<file path="config.mk">
export PLATFORM = sky130hd
export DESIGN_NAME = tcdm_resp_route
export DESIGN_NICKNAME = d
export VERILOG_FILES = /design/src/design/tcdm_pkg.sv /design/src/design/tcdm_resp_route.sv
export VERILOG_INCLUDE_DIRS = /design/src /design/src/design
export SDC_FILE = /design/constraint.sdc
export NUM_CORES = 1
export LEC_CHECK = 0
export BUFFER_PORTS_ARGS = -buffer_cell sky130_fd_sc_hd__buf_2
export CAP_MARGIN = 15
export CORE_AREA = 2 2 466 468
export CTS_CLUSTER_DIAMETER = 100
export CTS_CLUSTER_SIZE = 12
export DETAILED_ROUTE_END_ITERATION = 16
export DIE_AREA = 0 0 468 470
export GPL_ROUTABILITY_DRIVEN = 0
export GPL_TIMING_DRIVEN = 0
export RECOVER_POWER = 50
export SLEW_MARGIN = 20
export SYNTH_ARGS = -nofsm -noshare
export SYNTH_HDL_FRONTEND = slang
export SYNTH_SLANG_ARGS = --single-unit
</file>
<file path="constraint.sdc">
create_clock -name clk_i -period 3.84 [get_ports clk_i]
set_input_delay 0.96 -clock clk_i [delete_from_list [all_inputs] [get_ports clk_i]]
set_output_delay 0.96 -clock clk_i [all_outputs]
set_load 0.02 [all_outputs]
</file>
<file path="src/design/tcdm_settings.svh">
// Fixed layout of 4 DMA ports in 2 channels and 16 banks of 4096 x 64 bits; address bits above 18 are ignored
`ifndef TCDM_SETTINGS_SVH
`define TCDM_SETTINGS_SVH

// **************************************************************************
// Requester side
// **************************************************************************

// Narrow DMA ports, one 32-bit word each
`define TCDM_NB_DMA_PORTS 4
// Two DMA ports make one wide channel
`define TCDM_NB_CHAN      (`TCDM_NB_DMA_PORTS / 2)

// Byte address width on the DMA side
`define TCDM_ADDR_WIDTH   32
// Width of one DMA lane
`define TCDM_DATA_WIDTH   32

// **************************************************************************
// Memory side
// **************************************************************************

// SRAM banks behind the crossbar
`define TCDM_NB_BANKS     16
// One bank word holds two DMA lanes
`define TCDM_WIDE_WIDTH   64
// Rows per bank as address bits, taken from add[14:3]
`define TCDM_ROW_WIDTH    12
// Bank index starts right above the row, add[18:15]
`define TCDM_BANK_LSB     15

`endif

</file>
<file path="src/design/tcdm_pkg.sv">
// Types only; widths come from tcdm_settings.svh and wen is passed to the banks unchanged
`default_nettype none

`include "tcdm_settings.svh"

package tcdm_pkg;

   // **************************************************************************
   // Narrow side
   // **************************************************************************

   // One 32-bit DMA port request
   typedef struct packed {
      logic [`TCDM_ADDR_WIDTH-1:0]   add;
      logic                          wen;
      logic [`TCDM_DATA_WIDTH-1:0]   wdata;
      logic [`TCDM_DATA_WIDTH/8-1:0] be;
   } dma_req_t;

   // Bank word, seen as two lanes or as one wide value
   // Lane 0 sits in the low half
   typedef union packed {
      logic [1:0][`TCDM_DATA_WIDTH-1:0] lanes;
      logic [`TCDM_WIDE_WIDTH-1:0]      word;
   } tcdm_word_u;

   // **************************************************************************
   // Wide side
   // **************************************************************************

   // Wide channel request with the address already split
   typedef struct packed {
      logic [$clog2(`TCDM_NB_BANKS)-1:0] bank;
      logic [`TCDM_ROW_WIDTH-1:0]        row;
      logic                              wen;
      tcdm_word_u                        wdata;
      logic [`TCDM_WIDE_WIDTH/8-1:0]     be;
   } chan_req_t;

   // What one SRAM bank port sees
   typedef struct packed {
      logic [`TCDM_ROW_WIDTH-1:0]    row;
      logic                          wen;
      tcdm_word_u                    wdata;
      logic [`TCDM_WIDE_WIDTH/8-1:0] be;
   } bank_req_t;

   // One bit per wide channel
   typedef logic [`TCDM_NB_CHAN-1:0] chan_mask_t;

endpackage

`default_nettype wire

</file>
<file path="src/design/tcdm_resp_route.sv">
// Banks must return rdata exactly one cycle after a granted request, for reads and writes
`timescale 1ns/1ns
`default_nettype none

`include "tcdm_settings.svh"

module tcdm_resp_route
(
   input  logic                                        clk_i,
   input  logic                                        reset_i,

   // Per-bank grant masks and read data
   input  tcdm_pkg::chan_mask_t [`TCDM_NB_BANKS-1:0]   bank_gnt_i,
   input  tcdm_pkg::tcdm_word_u [`TCDM_NB_BANKS-1:0]   bank_rdata_i,

   // Responses to the narrow DMA ports
   output logic [`TCDM_NB_DMA_PORTS-1:0]                        dma_gnt_o,
   output logic [`TCDM_NB_DMA_PORTS-1:0]                        dma_r_valid_o,
   output logic [`TCDM_NB_DMA_PORTS-1:0][`TCDM_DATA_WIDTH-1:0]  dma_r_rdata_o
);

   import tcdm_pkg::*;

   localparam int unsigned BANK_W = $clog2(`TCDM_NB_BANKS);

   chan_mask_t                          chan_gnt;
   chan_mask_t                          r_valid_q;
   logic [`TCDM_NB_CHAN-1:0][BANK_W-1:0] bank_sel_d;
   logic [`TCDM_NB_CHAN-1:0][BANK_W-1:0] bank_sel_q;

   // A channel is granted by at most one bank
   // so OR and encode together
   always_comb
   begin
      chan_gnt   = '0;
      bank_sel_d = '0;
      for (int b = 0; b < `TCDM_NB_BANKS; b++)
      begin
         for (int c = 0; c < `TCDM_NB_CHAN; c++)
         begin
            if (bank_gnt_i[b][c])
            begin
               chan_gnt[c]   = 1'b1;
               bank_sel_d[c] = BANK_W'(b);
            end
         end
      end
   end

   // Response tracking, one cycle deep
   always_ff @(posedge clk_i)
   begin
      if (reset_i)
         r_valid_q <= '0;
      else
         r_valid_q <= chan_gnt;
   end

   always_ff @(posedge clk_i)
   begin
      bank_sel_q <= bank_sel_d;
   end

   // Fan out to the port pairs
   for (genvar c = 0; c < `TCDM_NB_CHAN; c++)
   begin : g_port_pair
      tcdm_word_u rdata_word;

      assign rdata_word = bank_rdata_i[bank_sel_q[c]];

      assign dma_gnt_o[2*c]       = chan_gnt[c];
      assign dma_gnt_o[2*c+1]     = chan_gnt[c];
      assign dma_r_valid_o[2*c]   = r_valid_q[c];
      assign dma_r_valid_o[2*c+1] = r_valid_q[c];

      // Low lane to the even port
      assign dma_r_rdata_o[2*c]   = rdata_word.lanes[0];
      assign dma_r_rdata_o[2*c+1] = rdata_word.lanes[1];
   end

endmodule

`default_nettype wire

</file>
==> metrics <==
run status=finished with violations; min-delay src=reset_i; top-level port count=1194; commonest cells after routing, fill and taps aside=buf_2, mux4_2, a22oi_1; fmax=0.258 GHz; most common cell after layout, fill and taps aside=buf_2; top sig layer=met5; Clock Path Buffers=2; asr flop ratio synth=0%; H-tree level count=1; cts bufs inserted=3; Area Growth Syn to Fin=73.4%; # nets final=3429; met2 wire length=104 mm; Post-Syn Area=0.0154 mm2; GRT overflow=0; Max Slew Vio Count=0; DRT antenna net count=0; CP Launch Point=bank_sel_q[4]; Final period util=101%; routed len/inst=43.5 um; first-pass GRT wire length=279 mm; Post-synth EDFFs=0; Num Clock Sinks=10; Synth Area in Simple Gates=4.23%; Hold Path Class=in2reg; met1 wire length=73.0 mm; synth unique cells=23; final setup margin=-0.0301 ns; Syn Area/Cell=13.5 um2; Total GRT Usage=20.5%; initial DRC count=2732; crit path kind=reg2out; Arr. time, crit path=2.91 ns; hold_buf cts=0; Post-Layout Cell Count=5467; setup TNS=-0.0301 ns; Pleak=10.5 nW; failing checks=negative setup slack; Post-Synthesis Cells=1140; Critical Path Fanout Max=10; placed insts=5206; drt first pass iters=8; Clock transition at path regs=0.05 ns; # DRC=0; share of cells above drive strength 1=80.2%; Max transition margin=19.2%; Via density=4.15; largest net degree at the start of global routing=11; WL final=238 mm; die height=470 um; row count=171; initial antenna violation count=323; core area=0.216 mm2; post-synthesis compound-gate area fraction=13.4%; min Tclk post-route=3.87 ns; ys flop type=dfxtp_1; Post-Synth Adder-Cell Area=0%; Final Setup Violations=1; Seq cells post-synth=10; Synth Warn #=0; root buffer selected by CTS=clkbuf_16; XOR/XNOR share of the synthesized area=0%; sequential area share after synthesis=1.30%; Final Hold Fails=0; met3 WL=36.3 mm; Die Area=0.220 mm2; CP startpoint kind=flip-flop; routed vias=22700; post-synthesis mux area share=75.0%; WP data required=2.88 ns; Slew @ Worst Pin=1.21 ns; port bufs=1193; Pwr per Cell Area=166 mW/mm2; CTS tree=yes; initial core utilization=7.13%; Max Cap Viol=0; CP Capture Type=primary output; Peak VDD IR=0.103 mV; largest family of logic cells by synthesized area=multiplexers; Die X-Extent=468 um; Synthesized Nets=2198; vias in the first global route=22100; detailed placement HPWL=213 mm
[registers in the layout, summed over array words and instances (netlist names)]
signal and flops:
bank_sel_q 8, r_valid_q 2
[path summary, 6_finish.rpt]
| check | end | slack (ns) | cells after the start |
|---|---|---|---|
| worst min-delay path | r_valid_q[0] | 0.90 | 2 |
| worst max-delay path | dma_r_rdata_o[103] | -0.03 | 7 |
[cell families (layout without fill, tap and decap cells)]
| kind of cell | after synthesis | in the layout |
|---|---|---|
| flops | 10 | 10 |
| mux | 512 | 512 |
| simple gates | 162 | 162 |
| buf+inv | 180 | 1410 |
| compound gates | 276 | 276 |
| other cells | 0 | 243 |
[metrics by stage]
step                      hold WS (ns)  area, um2  setup WS (ns)  utilization [%]  power [mW]
after floorplan                   1.03      15400          0.896                -        2.01
after global placement            1.17      24900          -2.24             11.6        4.02
final                            0.898      26700        -0.0301             12.4        4.41
after detailed placement          1.17      25300          -1.23             11.7        4.09
after global routing             0.889      26500        -0.0361             12.3        4.59
after CTS                        0.891      26100        -0.0319             12.1        4.46
[area by class of cell]
class | count | area, um2
tap | 2854 | 3570
buffer | 169 | 1210
sequential | 10 | 205
timing repair buffer | 1229 | 6460
inverter | 8 | 30.0
fill | 24700 | 189000
clock buffer | 4 | 88.8
multi-input combinational | 950 | 14500
antenna | 243 | 608
[critical path: stages, from the launching register on]
cell	delay [ns]
dfxtp_2	0.36
buf_4	0.19
buf_12	0.18
buf_4	0.39
mux4_2	0.57
a22oi_1	0.55
nand2_1	0.17
buf_2	0.20
[cells in the mapped netlist (6+ instances only)]
cell type	instances	area, um2
nor2b_1	6	37.5
buf_6	17	191
buf_1	26	97.6
dfxtp_1	10	200
nand2_1	130	488
mux4_2	512	11500
inv_1	8	30.0
clkbuf_1	77	289
a21oi_1	6	30.0
nor2_1	16	60.1
buf_4	27	203
a22oi_1	256	1920
buf_2	25	125
[report_power, final]
group | internal (mW) | switching, mW | total, mW | leakage [nW]
logic | 1.76 | 2.29 | 4.06 | 10.4
registers | 0.109 | 0.0105 | 0.120 | 0.0819
clock network | 0.159 | 0.0784 | 0.237 | 0.0457
[layer usage]
layer / vias to the layer above / global-route usage (%)
li1: 8149 / -
met1: 10900 / 19.4
met2: 2544 / 32.0
met3: 865 / 12.4
met4: 190 / 16.3
met5: - / 1.12
[repair_timing]
action	in CTS	in global routing
pin swaps	4	2
buffers inserted	17	0
resized for setup	154	20
cloned	0	0
endpoints found under the setup margin	128	20
No activity file was read; power rests on OpenSTA's default activity.
